<file path="config.mk">
export PLATFORM = sky130hd
export DESIGN_NAME = pcie_rx_meta_top
export DESIGN_NICKNAME = d
export VERILOG_FILES = /design/src/rtl/pcie_rx_pkg.sv /design/src/rtl/sync_fifo.sv /design/src/rtl/head_upd_monitor.sv /design/src/rtl/meta_merge_arbiter.sv /design/src/rtl/pqm_dispatch.sv /design/src/rtl/pcie_rx_meta_top.sv
export SDC_FILE = /design/constraint.sdc
export NUM_CORES = 1
export LEC_CHECK = 0
export BUFFER_PORTS_ARGS = -buffer_cell sky130_fd_sc_hd__buf_2
export CAP_MARGIN = 30
export CELL_PAD_IN_SITES_DETAIL_PLACEMENT = 1
export CELL_PAD_IN_SITES_GLOBAL_PLACEMENT = 2
export CORE_MARGIN = 2
export CORE_UTILIZATION = 49
export DETAILED_ROUTE_END_ITERATION = 10
export PLACE_DENSITY_LB_ADDON = 0.08
export SLEW_MARGIN = 10
export SYNTH_ARGS = -nofsm -noshare
export SYNTH_HDL_FRONTEND = slang
export SYNTH_SLANG_ARGS = --single-unit
</file>
<file path="constraint.sdc">
create_clock -name pcie_clk -period 12.2 [get_ports pcie_clk]
set_clock_uncertainty 0.15 [all_clocks]
set_input_delay 1.22 -clock pcie_clk [delete_from_list [all_inputs] [get_ports pcie_clk]]
set_output_delay 1.22 -clock pcie_clk [all_outputs]
set_load 0.03 [all_outputs]
</file>
<file path="src/rtl/pcie_rx_pkg.sv">
package pcie_rx_pkg;

    localparam int FLOW_IDX_WIDTH = 6;
    localparam int APP_IDX_WIDTH = 4;

    typedef logic [FLOW_IDX_WIDTH-1:0] flow_idx_t;
    typedef logic [APP_IDX_WIDTH-1:0] app_idx_t;

    localparam int MAX_NB_FLOWS = 64;

    // Register width in bytes and slot of the head register in a queue block
    localparam int REG_SIZE = 4;
    localparam int HEAD_REG_SLOT = 1;

    // Each queue owns a 4 KiB page of the MMIO window
    localparam int QUEUE_ADDR_LSB = 12;

    typedef struct packed {
        logic [63:0] address;
        logic [63:0] byteenable;
        logic        write;
    } mmio_write_t;

    typedef struct packed {
        app_idx_t    dsc_queue_id;
        flow_idx_t   pkt_queue_id;
        logic [15:0] size;
    } rx_meta_t;

    typedef struct packed {
        app_idx_t    dsc_queue_id;
        flow_idx_t   pkt_queue_id;
        logic [15:0] size;
        logic        descriptor_only;
        logic        needs_dsc;
    } queued_meta_t;

    typedef enum logic [1:0] {
        GRANT_NONE   = 2'd0,
        GRANT_HEAD   = 2'd1,
        GRANT_META   = 2'd2,
        GRANT_MERGED = 2'd3
    } arb_grant_e;

endpackage

</file>
<file path="src/rtl/sync_fifo.sv">
`timescale 1ns/1ps

module sync_fifo #(
    parameter int WIDTH = 8,
    parameter int DEPTH = 16
) (
    input  logic             pcie_clk,
    input  logic             pcie_reset_n,
    input  logic [WIDTH-1:0] in_data,
    input  logic             in_valid,
    output logic             in_ready,
    output logic [WIDTH-1:0] out_data,
    output logic             out_valid,
    input  logic             out_ready,
    output logic [31:0]      level
);

localparam int AW = (DEPTH > 1) ? $clog2(DEPTH) : 1;

logic [WIDTH-1:0] mem [DEPTH];
logic [AW-1:0]    wr_ptr;
logic [AW-1:0]    rd_ptr;
logic [31:0]      count;
logic             push;
logic             pop;

assign in_ready  = count < 32'(DEPTH);
assign out_valid = count != 0;
assign push      = in_valid & in_ready;
assign pop       = out_valid & out_ready;
assign level     = count;

// Show-ahead read, the head entry is visible as soon as it is written
assign out_data = mem[rd_ptr];

always_ff @(posedge pcie_clk) begin
    if (push) begin
        mem[wr_ptr] <= in_data;
    end
end

always_ff @(posedge pcie_clk) begin
    if (!pcie_reset_n) begin
        wr_ptr <= '0;
        rd_ptr <= '0;
        count  <= '0;
    end else begin
        if (push) begin
            wr_ptr <= (wr_ptr == AW'(DEPTH - 1)) ? '0 : wr_ptr + 1'b1;
        end
        if (pop) begin
            rd_ptr <= (rd_ptr == AW'(DEPTH - 1)) ? '0 : rd_ptr + 1'b1;
        end
        if (push && !pop) begin
            count <= count + 1;
        end else if (pop && !push) begin
            count <= count - 1;
        end
    end
end

endmodule

</file>
<file path="src/rtl/head_upd_monitor.sv">
`timescale 1ns/1ps

module head_upd_monitor #(
    parameter int HEAD_QUEUE_DEPTH = 128,
    parameter int MAX_NB_FLOWS = 64
) (
    input  logic                     pcie_clk,
    input  logic                     pcie_reset_n,
    input  pcie_rx_pkg::mmio_write_t mmio_wr,
    input  logic                     sw_reset_req,
    output pcie_rx_pkg::flow_idx_t   head_flow,
    output logic                     head_valid,
    input  logic                     head_ready,
    output logic                     sw_reset,
    output logic [31:0]              rx_ignored_head_cnt
);

localparam int QUEUE_NUM_WIDTH = 16;
localparam int HEAD_LANE = pcie_rx_pkg::HEAD_REG_SLOT * pcie_rx_pkg::REG_SIZE;

logic [QUEUE_NUM_WIDTH-1:0] queue_num;
logic                       head_write;
logic                       push_valid;
pcie_rx_pkg::flow_idx_t     push_flow;
logic                       fifo_in_ready;
logic [31:0]                fifo_level;
logic                       fifo_almost_full;
logic                       sw_reset_r1;

assign queue_num = mmio_wr.address[pcie_rx_pkg::QUEUE_ADDR_LSB +: QUEUE_NUM_WIDTH];

// A head update needs the whole head register written in one beat
assign head_write = mmio_wr.write && (queue_num < QUEUE_NUM_WIDTH'(MAX_NB_FLOWS)) &&
    (mmio_wr.byteenable[HEAD_LANE +: pcie_rx_pkg::REG_SIZE] ==
     {pcie_rx_pkg::REG_SIZE{1'b1}});

// Leave room for writes still in flight towards the FIFO
assign fifo_almost_full = fifo_level > 32'(HEAD_QUEUE_DEPTH - 4);

always_ff @(posedge pcie_clk) begin
    if (!pcie_reset_n) begin
        push_valid          <= 1'b0;
        rx_ignored_head_cnt <= '0;
    end else begin
        push_valid <= 1'b0;
        if (head_write) begin
            if (!fifo_almost_full && fifo_in_ready) begin
                push_valid <= 1'b1;
            end else begin
                rx_ignored_head_cnt <= rx_ignored_head_cnt + 1;
            end
        end
    end
end

always_ff @(posedge pcie_clk) begin
    push_flow <= pcie_rx_pkg::flow_idx_t'(queue_num);
end

sync_fifo #(
    .WIDTH ($bits(pcie_rx_pkg::flow_idx_t)),
    .DEPTH (HEAD_QUEUE_DEPTH)
) head_upd_queue (
    .pcie_clk     (pcie_clk),
    .pcie_reset_n (pcie_reset_n),
    .in_data      (push_flow),
    .in_valid     (push_valid),
    .in_ready     (fifo_in_ready),
    .out_data     (head_flow),
    .out_valid    (head_valid),
    .out_ready    (head_ready),
    .level        (fifo_level)
);

// Two flops between the software request and the stats clear
always_ff @(posedge pcie_clk) begin
    sw_reset_r1 <= sw_reset_req;
    sw_reset    <= sw_reset_r1;
end

endmodule

</file>
<file path="src/rtl/meta_merge_arbiter.sv">
`timescale 1ns/1ps

module meta_merge_arbiter #(
    parameter int IN_QUEUE_DEPTH = 8
) (
    input  logic                      pcie_clk,
    input  logic                      pcie_reset_n,
    input  logic                      sw_reset,
    input  pcie_rx_pkg::flow_idx_t    head_flow,
    input  logic                      head_valid,
    output logic                      head_ready,
    input  pcie_rx_pkg::rx_meta_t     rx_meta,
    input  logic                      rx_meta_valid,
    output logic                      rx_meta_ready,
    input  logic [31:0]               in_queue_level,
    output pcie_rx_pkg::queued_meta_t rec,
    output logic                      rec_valid,
    output logic [31:0]               rx_pkt_head_upd_cnt
);

pcie_rx_pkg::arb_grant_e   grant;
pcie_rx_pkg::queued_meta_t next_rec;
logic                      running;
logic                      room;
logic                      same_queue;

// Starts one cycle after reset is released
always_ff @(posedge pcie_clk) begin
    if (!pcie_reset_n) begin
        running <= 1'b0;
    end else begin
        running <= 1'b1;
    end
end

// The record already on its way counts against the in-queue threshold
assign room = running &&
    ((in_queue_level + {31'b0, rec_valid}) <= 32'(IN_QUEUE_DEPTH - 4));

assign same_queue = rx_meta.pkt_queue_id == head_flow;

// Head updates win; a packet for the same queue rides along with one
always_comb begin
    grant = pcie_rx_pkg::GRANT_NONE;
    if (room) begin
        if (head_valid) begin
            if (rx_meta_valid && same_queue) begin
                grant = pcie_rx_pkg::GRANT_MERGED;
            end else begin
                grant = pcie_rx_pkg::GRANT_HEAD;
            end
        end else if (rx_meta_valid) begin
            grant = pcie_rx_pkg::GRANT_META;
        end
    end
end

assign head_ready    = room;
assign rx_meta_ready = room && (!head_valid || same_queue);

always_comb begin
    next_rec.dsc_queue_id    = rx_meta.dsc_queue_id;
    next_rec.pkt_queue_id    = rx_meta.pkt_queue_id;
    next_rec.size            = rx_meta.size;
    next_rec.descriptor_only = 1'b0;
    next_rec.needs_dsc       = grant == pcie_rx_pkg::GRANT_MERGED;
    if (grant == pcie_rx_pkg::GRANT_HEAD) begin
        // Descriptor-only record, the descriptor queue is resolved downstream
        next_rec.dsc_queue_id    = '0;
        next_rec.pkt_queue_id    = head_flow;
        next_rec.size            = '0;
        next_rec.descriptor_only = 1'b1;
    end
end

always_ff @(posedge pcie_clk) begin
    if (!pcie_reset_n) begin
        rec_valid <= 1'b0;
    end else begin
        rec_valid <= grant != pcie_rx_pkg::GRANT_NONE;
    end
end

always_ff @(posedge pcie_clk) begin
    rec <= next_rec;
end

always_ff @(posedge pcie_clk) begin
    if (!pcie_reset_n || sw_reset) begin
        rx_pkt_head_upd_cnt <= '0;
    end else if (head_valid && head_ready) begin
        rx_pkt_head_upd_cnt <= rx_pkt_head_upd_cnt + 1;
    end
end

endmodule

</file>
<file path="src/rtl/pqm_dispatch.sv">
`timescale 1ns/1ps

module pqm_dispatch #(
    parameter int IN_QUEUE_DEPTH = 8,
    parameter int NB_PKT_QUEUE_MANAGERS = 2
) (
    input  logic                             pcie_clk,
    input  logic                             pcie_reset_n,
    input  pcie_rx_pkg::queued_meta_t        rec,
    input  logic                             rec_valid,
    output logic [31:0]                      in_queue_level,
    output pcie_rx_pkg::queued_meta_t        pqm_meta,
    output logic [NB_PKT_QUEUE_MANAGERS-1:0] pqm_valid,
    input  logic [NB_PKT_QUEUE_MANAGERS-1:0] pqm_ready
);

localparam int QM_ID_WIDTH = $clog2(NB_PKT_QUEUE_MANAGERS);
// Keeps the id one bit wide when there is a single manager
localparam int QM_ID_MSB = (QM_ID_WIDTH > 0) ? QM_ID_WIDTH - 1 : 0;

logic               head_valid;
logic               head_ready;
logic [QM_ID_MSB:0] qm_id;

// Overflow is prevented upstream by the level threshold
sync_fifo #(
    .WIDTH ($bits(pcie_rx_pkg::queued_meta_t)),
    .DEPTH (IN_QUEUE_DEPTH)
) in_queue (
    .pcie_clk     (pcie_clk),
    .pcie_reset_n (pcie_reset_n),
    .in_data      (rec),
    .in_valid     (rec_valid),
    .in_ready     (),
    .out_data     (pqm_meta),
    .out_valid    (head_valid),
    .out_ready    (head_ready),
    .level        (in_queue_level)
);

// Flows are spread over the managers by the low bits of the queue id
always_comb begin
    if (QM_ID_WIDTH > 0) begin
        qm_id = pqm_meta.pkt_queue_id[QM_ID_MSB:0];
    end else begin
        qm_id = '0;
    end
end

always_comb begin
    pqm_valid = '0;
    pqm_valid[qm_id] = head_valid;
end

assign head_ready = pqm_ready[qm_id];

endmodule

</file>
<file path="src/rtl/pcie_rx_meta_top.sv">
`timescale 1ns/1ps

module pcie_rx_meta_top #(
    parameter int HEAD_QUEUE_DEPTH = 128,
    parameter int IN_QUEUE_DEPTH = 8,
    parameter int NB_PKT_QUEUE_MANAGERS = 2,
    parameter int MAX_NB_FLOWS = pcie_rx_pkg::MAX_NB_FLOWS
) (
    input  logic                             pcie_clk,
    input  logic                             pcie_reset_n,

    input  pcie_rx_pkg::mmio_write_t         mmio_wr,
    input  logic                             sw_reset_req,

    input  pcie_rx_pkg::rx_meta_t            rx_meta,
    input  logic                             rx_meta_valid,
    output logic                             rx_meta_ready,

    output pcie_rx_pkg::queued_meta_t        pqm_meta,
    output logic [NB_PKT_QUEUE_MANAGERS-1:0] pqm_valid,
    input  logic [NB_PKT_QUEUE_MANAGERS-1:0] pqm_ready,

    output logic                             sw_reset,
    output logic [31:0]                      rx_ignored_head_cnt,
    output logic [31:0]                      rx_pkt_head_upd_cnt
);

pcie_rx_pkg::flow_idx_t    head_flow;
logic                      head_valid;
logic                      head_ready;
pcie_rx_pkg::queued_meta_t rec;
logic                      rec_valid;
logic [31:0]               in_queue_level;

head_upd_monitor #(
    .HEAD_QUEUE_DEPTH (HEAD_QUEUE_DEPTH),
    .MAX_NB_FLOWS     (MAX_NB_FLOWS)
) head_upd_monitor_inst (
    .pcie_clk            (pcie_clk),
    .pcie_reset_n        (pcie_reset_n),
    .mmio_wr             (mmio_wr),
    .sw_reset_req        (sw_reset_req),
    .head_flow           (head_flow),
    .head_valid          (head_valid),
    .head_ready          (head_ready),
    .sw_reset            (sw_reset),
    .rx_ignored_head_cnt (rx_ignored_head_cnt)
);

meta_merge_arbiter #(
    .IN_QUEUE_DEPTH (IN_QUEUE_DEPTH)
) meta_merge_arbiter_inst (
    .pcie_clk            (pcie_clk),
    .pcie_reset_n        (pcie_reset_n),
    .sw_reset            (sw_reset),
    .head_flow           (head_flow),
    .head_valid          (head_valid),
    .head_ready          (head_ready),
    .rx_meta             (rx_meta),
    .rx_meta_valid       (rx_meta_valid),
    .rx_meta_ready       (rx_meta_ready),
    .in_queue_level      (in_queue_level),
    .rec                 (rec),
    .rec_valid           (rec_valid),
    .rx_pkt_head_upd_cnt (rx_pkt_head_upd_cnt)
);

pqm_dispatch #(
    .IN_QUEUE_DEPTH        (IN_QUEUE_DEPTH),
    .NB_PKT_QUEUE_MANAGERS (NB_PKT_QUEUE_MANAGERS)
) pqm_dispatch_inst (
    .pcie_clk       (pcie_clk),
    .pcie_reset_n   (pcie_reset_n),
    .rec            (rec),
    .rec_valid      (rec_valid),
    .in_queue_level (in_queue_level),
    .pqm_meta       (pqm_meta),
    .pqm_valid      (pqm_valid),
    .pqm_ready      (pqm_ready)
);

endmodule

</file>
# Yosys cells after proc, flatten, opt, wreduce, memory -nomap -nowiden
# Memory sizes are Yosys's and may differ from the RTL's. A register that Yosys moved wholly into a read port is not among the register bits.
# Index checks and enable logic that the tools add are counted.
word_totals:
  reg_bits: 187
  ram_bits: 992
  in_bits: 161
  out_inout_bits: 96
  word_cells: 108
  memories: 2
mem_list:
  columns: ["memory", "depth", "word_bits", "rd", "rd_clocked_by_memory_dff", "write_ports", "line_no", "source"]
  rows:
  - ["head_upd_monitor_inst.head_upd_queue.mem", 128, 6, 1, 1, 1, "sync_fifo.sv:20", "logic [WIDTH-1:0] mem [DEPTH];"]
  - ["pqm_dispatch_inst.in_queue.mem", 8, 28, 1, 1, 1, "sync_fifo.sv:20", null]
op_classes:
  n_addsub: 11
  n_lt_le_gt_ge: 7
  eq_ne: 8
  muxes: 27
  bitwise_logic: 6
  n_reduce_logical: 28
op_table:
  columns: ["cell", "n"]
  rows:
  - ["$add 32x1->32 const B", 4]
  - ["$mux 32", 4]
  - ["$reduce_bool 32->1", 2]
  - ["$sub 32x1->32 const B", 2]
  - ["$add 32x1->32", 1]
  - ["$gt 32x7->1 const B", 1]
  - ["$le 32x3->1 const B", 1]
  - ["$lt 32x4->1 const B", 1]
  - ["$lt 32x8->1 const B", 1]
  - ["$mux 7", 4]
  - ["$mux 23", 1]
  - ["$lt 16x7->1 const B", 1]
  - ["$add 7x1->7 const B", 2]
  - ["$eq 7x7->1 const B", 2]
  - ["$logic_and 1x1->1", 12]
  - ["$mux 3", 4]
  - ["$mux 1", 9]
  - ["$mux 2", 4]
  - ["$logic_not 1->1", 7]
  - ["$add 3x1->3 const B", 2]
  - ["$eq 3x3->1 const B", 2]
  - ["$eq 6x6->1", 1]
  - ["$reduce_bool 2->1", 3]
  - ["$and 1x1->1", 4]
  - ["10 further kinds", 12]

# Depth between registers and ports, before layout
depth:
  word_depth: 7
  mapped_depth: 24
  mapped_depth_nobuf: 23

# Modules after synthesis
# A second synthesis with hierarchy kept.
hier_totals:
  cells_unflattened: 3074
  area_unflattened_um2: 50218.2
modules_own_cells:
  columns: ["mod", "n_inst", "cells_each", "area_per_inst_um2", "seq_area_each_um2"]
  rows:
  - ["sync_fifo (head_upd_monitor_inst.head_upd_queue)", 1, 1719, 33308.2, 24123.1]
  - ["sync_fifo (pqm_dispatch_inst.in_queue)", 1, 733, 11627.4, 7547.2]
  - ["meta_merge_arbiter", 1, 387, 3284.4, 1241.2]
  - ["head_upd_monitor", 1, 232, 1966.9, 820.8]
  - ["pqm_dispatch", 1, 3, 31.3, 0.0]

# Worst setup path after synthesis
# OpenSTA, ideal clock, no wires.
synth_timing:
  path_kind: "register to register"
  startpoint: "reg pqm_dispatch_inst.in_queue.count[0] (netlist: pqm_dispatch_inst.in_queue.level[0])"
  endpoint: "reg head_upd_monitor_inst.head_upd_queue.count[30] (netlist: head_upd_monitor_inst.head_upd_queue.level[30])"
  setup_ns: 0.122
  arrival_ns: 6.091
  required_ns: 11.928
  slack_ns: 5.837
  path_stages_with_launch: 24
  path_buffers: 0
  period_less_slack_ns: 6.363
  path_cell_list: "dfxtp_1 > ha_1 > ha_1 > nand3_1 > or4_1 > a2111oi_0 > o21ba_1 > a211oi_1 > nand4_1 > nor2b_1 > inv_1 > ha_1 > inv_1 > ha_1 > or4_1 > o21ai_0 > o31ai_1 > a31o_2 > a31oi_1 > a21o_1 > a21oi_1 > a31oi_1 > xor2_1 > o21ai_0"
synth_via:
  elab_chain_len: 7
  word_cells_on_any_way: 9
  cone_classes: "add/sub: 1; order compare: 1; mux: 1; bitwise: 1; reduce/logical: 5"
synth_lines:
  columns: ["element", "line_no", "source"]
  rows:
  - ["from (decl)", "sync_fifo.sv:23", "logic [31:0] count;"]
  - ["from (signal assigned)", "sync_fifo.sv:55", "count <= count + 1;"]
  - ["from (signal assigned)", "sync_fifo.sv:57", "count <= count - 1;"]
  - ["$add 32x1->32 *", "meta_merge_arbiter.sv:38", "((in_queue_level + {31'b0, rec_valid}) <= 32'(IN_QUEUE_DEPTH - 4));"]
  - ["$le 32x3->1 *", "meta_merge_arbiter.sv:38", null]
  - ["$logic_and 1x1->1 *", "meta_merge_arbiter.sv:37", "assign room = running &&"]
  - ["$and 1x1->1 *", "sync_fifo.sv:30", "assign pop = out_valid & out_ready;"]
  - ["$logic_not 1->1", "sync_fifo.sv:54", "if (push && !pop) begin"]
  - ["$logic_and 1x1->1", "sync_fifo.sv:54", null]
  - ["$mux 32 or $reduce_bool 2->1 (tied branches)", null, null]
  - ["to (signal assigned)", "sync_fifo.sv:55", null]
  - ["to (signal assigned)", "sync_fifo.sv:57", null]
  - ["to (decl)", "sync_fifo.sv:23", null]
# Mark *: on every way between the ends. The rest lies on a longest branch, timed or not.
# A chain may end at the register's enable or synchronous reset.

# Worst setup path after layout
# Same ends and word-level chain as after synthesis.

==> flow_summary.yaml <==
status:
  status: "finished, final reports clean"
worst_setup_path:
  worstPathMaxFanout: 34
  cpMostUsedCell: "ha_1"
  critPathArrivalTime_ns: 7.84
  path_cells: "ha_1, ha_1, nand3_1, or4_1, nor4_1, nand4_1, a211oi_1, nand4_1, nor2b_1, inv_1, ha_2, inv_1, buf_4, ha_1, a21o_1, a211oi_1, o31ai_1, a31o_2, a31oi_1, a21o_1, a21oi_1, a31oi_1, xor2_1, o21ai_0"
  end_kind: "flop"
  r2r_end: "head_upd_monitor_inst.head_upd_queue.level[30]"
  worstPathRequired_ns: 12.64
  max_stage_delay_ns: 0.70
  reg2reg_depth: 24
  crit_slowest_cell: "or4_1"
  setup.worst_path.class: "reg2reg"
  reg2reg_from: "pqm_dispatch_inst.in_queue.level[0]"
  rrSetupSlack_ns: 4.79
  start_kind: "flop"
logic_synthesis:
  synth_mux_area_share_pct: 12.5
  yosysWarnings: 0
  synth_compound_area_share_pct: 5.63
  yosys-top-cells-area: "edfxtp_1 60%, mux4_2 8.7%, dfxtp_1 7.9%, mux2i_1 3.0%, nor2_1 2.6%"
  ys_async_sr_fraction_pct: 0
  synth_top_area_share_pct: 60.0
  yosys.cell_types.count: 75
  synth_enable_flop_cells: 992
  yosysMostFrequentCell: "edfxtp_1"
  seq_area_frac_synth_pct: 67.9
  synth_top_family_by_area: "multiplexers"
  yosys.area.top_type: "edfxtp_1"
  synth_common_cells: "992 x edfxtp_1, 345 x nor2_1, 197 x dfxtp_1"
  synth_area_sq_mm: 0.0497
  syn_area_per_cell_sq_um: 15.5
  synthCells: 3207
  synth_fp_nets: 3443
  synth_xor_area_share_pct: 2.47
  synthFlopType: "edfxtp_1"
  synth_fa_ha_area_share_pct: 1.92
  yosys.area_share.simple_pct: 7.97
  synth_seq_cells: 1189
cts:
  htreeDepth: 3
  cts_buffer_depth: 3
  cts_buffers: 119
  cts_resized: 0
  hold_buffers: 0
  insertion_delay_ns: 0.74
  cts_setup_buffers: 0
  cts_tree: "done"
  clk_pin_slew_ns: 0.06
  cts-root-buf: "clkbuf_16"
  clkSinkCount: 1189
routing:
  drtPass1Iterations: 5
  remaining_drc_errors: 0
  wirelength_um: 122000
  via_count: 28600
  drtAntennaViolNets: 0
  wl_per_cell_um: 25.2
  drtIter0Drc: 2113
  avgViaCountPerCell: 5.89
sta:
  setup_viol_count_final: 0
  tightest_slew_ns: 0.950
  timing.slew.headroom_pct: 36.7
  clock.fmax_mhz: 135
  hold_viol: 0
  fin_setup_tns_ns: 0
  min_period_over_period_pct: 60.7
  maxSlewViolCount: 0
  whs_ns: 0.176
  finalWorstSetupSlack_ns: 4.79
  rsz0062_at_grt: "no"
  min_period_ns: 7.41
die:
  core_sq_mm: 0.100
  die-height_um: 322
  die_area_sq_mm: 0.104
  num_rows: 116
  io_pins: 257
  start_util_pct: 49.5
  die_width_um: 322
power_and_ir_drop:
  ir_worst_vdd_v: 0.000142
  power.density_mw_per_mm2: 162
  p_leak_nw: 18.3
  finalPower_mw: 9.06
layout:
  layout.nets: 3622
  finalInstanceArea_sq_mm: 0.0560
  post-route-util_pct: 55.9
  drive_gt1_share_pct: 18.3
  nFillCells: 9351
  final_cells: 4846
  diodes: 0
  syn_to_final_growth_pct: 12.7
place:
  gp_congestion: 0.819
  dp.cells: 4618
  place_ws_ns: 4.81
  postPlaceCellArea_sq_mm: 0.0520
  io_buffer_count: 148
  dpl.hpwl_um: 78000
grt:
  grt_pass1_vias: 30300
  antenna_found_initial: 2
  grt_pass1_wl_um: 188000
  overflow: 0
  grt_usage_pct: 23.8
  grt_max_degree: 100
worst_hold_path:
  hold_path.class: "reg2reg"
  min-delay-start: "head_upd_monitor_inst.sw_reset_r1"
  hold_end: "head_upd_monitor_inst.sw_reset"
  whs_path_depth: 0
run:
  cap_viol_max_count: 0
[logic make-up after synthesis]
logic type               count (synthesis)
AND/OR/NAND/NOR                        822
multiplexers                           375
XOR/XNOR                               140
adder cells (fa/ha/maj)                 75
flip-flops                            1189
AO/OA/AOI/OAI                          415
buffers and inverters                  191
[how the worst max path moves through the flow]
stage | slack (ns) | start | to | depth (start not counted)
floorplan | 5.84 | pqm_dispatch_inst.in_queue.level[0] | head_upd_monitor_inst.head_upd_queue.level[30] | 23
global placement | 4.93 | pqm_dispatch_inst.in_queue.level[0] | head_upd_monitor_inst.head_upd_queue.level[30] | 24
detailed placement | 4.81 | pqm_dispatch_inst.in_queue.level[0] | head_upd_monitor_inst.head_upd_queue.level[30] | 24
CTS | 4.79 | pqm_dispatch_inst.in_queue.level[0] | head_upd_monitor_inst.head_upd_queue.level[30] | 24
global route | 4.22 | pqm_dispatch_inst.in_queue.level[0] | head_upd_monitor_inst.head_upd_queue.level[30] | 24
finish | 4.79 | pqm_dispatch_inst.in_queue.level[0] | head_upd_monitor_inst.head_upd_queue.level[30] | 24
[per-layer routing]
metal / vias to the layer above / GRT usage, % / part of all wire (%)
met1: 14800 / 31.9 / 43
met4: 4 / 7.00 / 2.7
met3: 216 / 3.01 / 3.9
met5: - / 0 / 0.016
li1: 12900 / - / -
met2: 629 / 41.0 / 51
[state kept, by name (all words and copies together) (netlist names), named ones only]
signal	cells
meta_merge_arbiter_inst.running	1
pqm_dispatch_inst.in_queue.mem	224
meta_merge_arbiter_inst.rx_pkt_head_upd_cnt	32
head_upd_monitor_inst.rx_ignored_head_cnt	32
head_upd_monitor_inst.head_upd_queue.level	32
head_upd_monitor_inst.sw_reset	1
head_upd_monitor_inst.push_flow	6
head_upd_monitor_inst.head_upd_queue.mem	768
head_upd_monitor_inst.head_upd_queue.wr_ptr	7
meta_merge_arbiter_inst.rec	28
pqm_dispatch_inst.in_queue.rd_ptr	3
head_upd_monitor_inst.sw_reset_r1	1
meta_merge_arbiter_inst.rec_valid	1
head_upd_monitor_inst.push_valid	1
pqm_dispatch_inst.in_queue.level	32
pqm_dispatch_inst.in_queue.wr_ptr	3
head_upd_monitor_inst.head_upd_queue.rd_ptr	7
[cell type report]
class,count,area [sq um],area share (%)
clock buffer,160,3180,5.68
inverter,47,178,0.317
multi-input combinational,1827,15200,27.1
clock inverter,64,726,1.30
timing repair buffer,202,1280,2.29
sequential,1189,33800,60.3
tap,1357,1700,3.03
[cell usage in the layout, fill, tap and decap left out, drive strengths merged, types with 11 or more instances in the layout]
cell type | netlist | layout
a21o | 33 | 33
a21oi | 111 | 111
a22oi | 99 | 99
a31oi | 18 | 18
and2 | 46 | 46
and3 | 25 | 25
and4 | 12 | 12
buf | 68 | 202
bufinv | 0 | 11
clkbuf | 76 | 160
clkinv | 1 | 43
dfxtp | 197 | 197
edfxtp | 992 | 992
ha | 73 | 73
inv | 46 | 49
mux2 | 36 | 36
mux2i | 148 | 148
mux4 | 191 | 191
nand2 | 102 | 102
nand3 | 93 | 93
nand4 | 43 | 43
nor2 | 346 | 346
nor2b | 23 | 23
nor3 | 36 | 36
nor4 | 21 | 21
o21ai | 54 | 54
or3 | 26 | 26
xnor2 | 83 | 83
xor2 | 57 | 57
[critical path: cells and delay by family (launching register included)]
kind / cells / cell delay (ns)
fa+ha+maj: 4 / 1.12
xor+xnor: 1 / 0.16
flops: 1 / 0.46
buf+inv: 3 / 0.66
compound gates: 10 / 2.49
simple gates: 6 / 2.24
[where the power goes]
| part | switching (mW) | total (mW) | internal (mW) | leakage [nW] |
|---|---|---|---|---|
| combinational | 0.488 | 0.884 | 0.395 | 5.87 |
| clock | 1.58 | 3.65 | 2.07 | 1.88 |
| sequential | 0.0944 | 4.53 | 4.43 | 10.5 |
No activity file was read; power rests on OpenSTA's default activity.
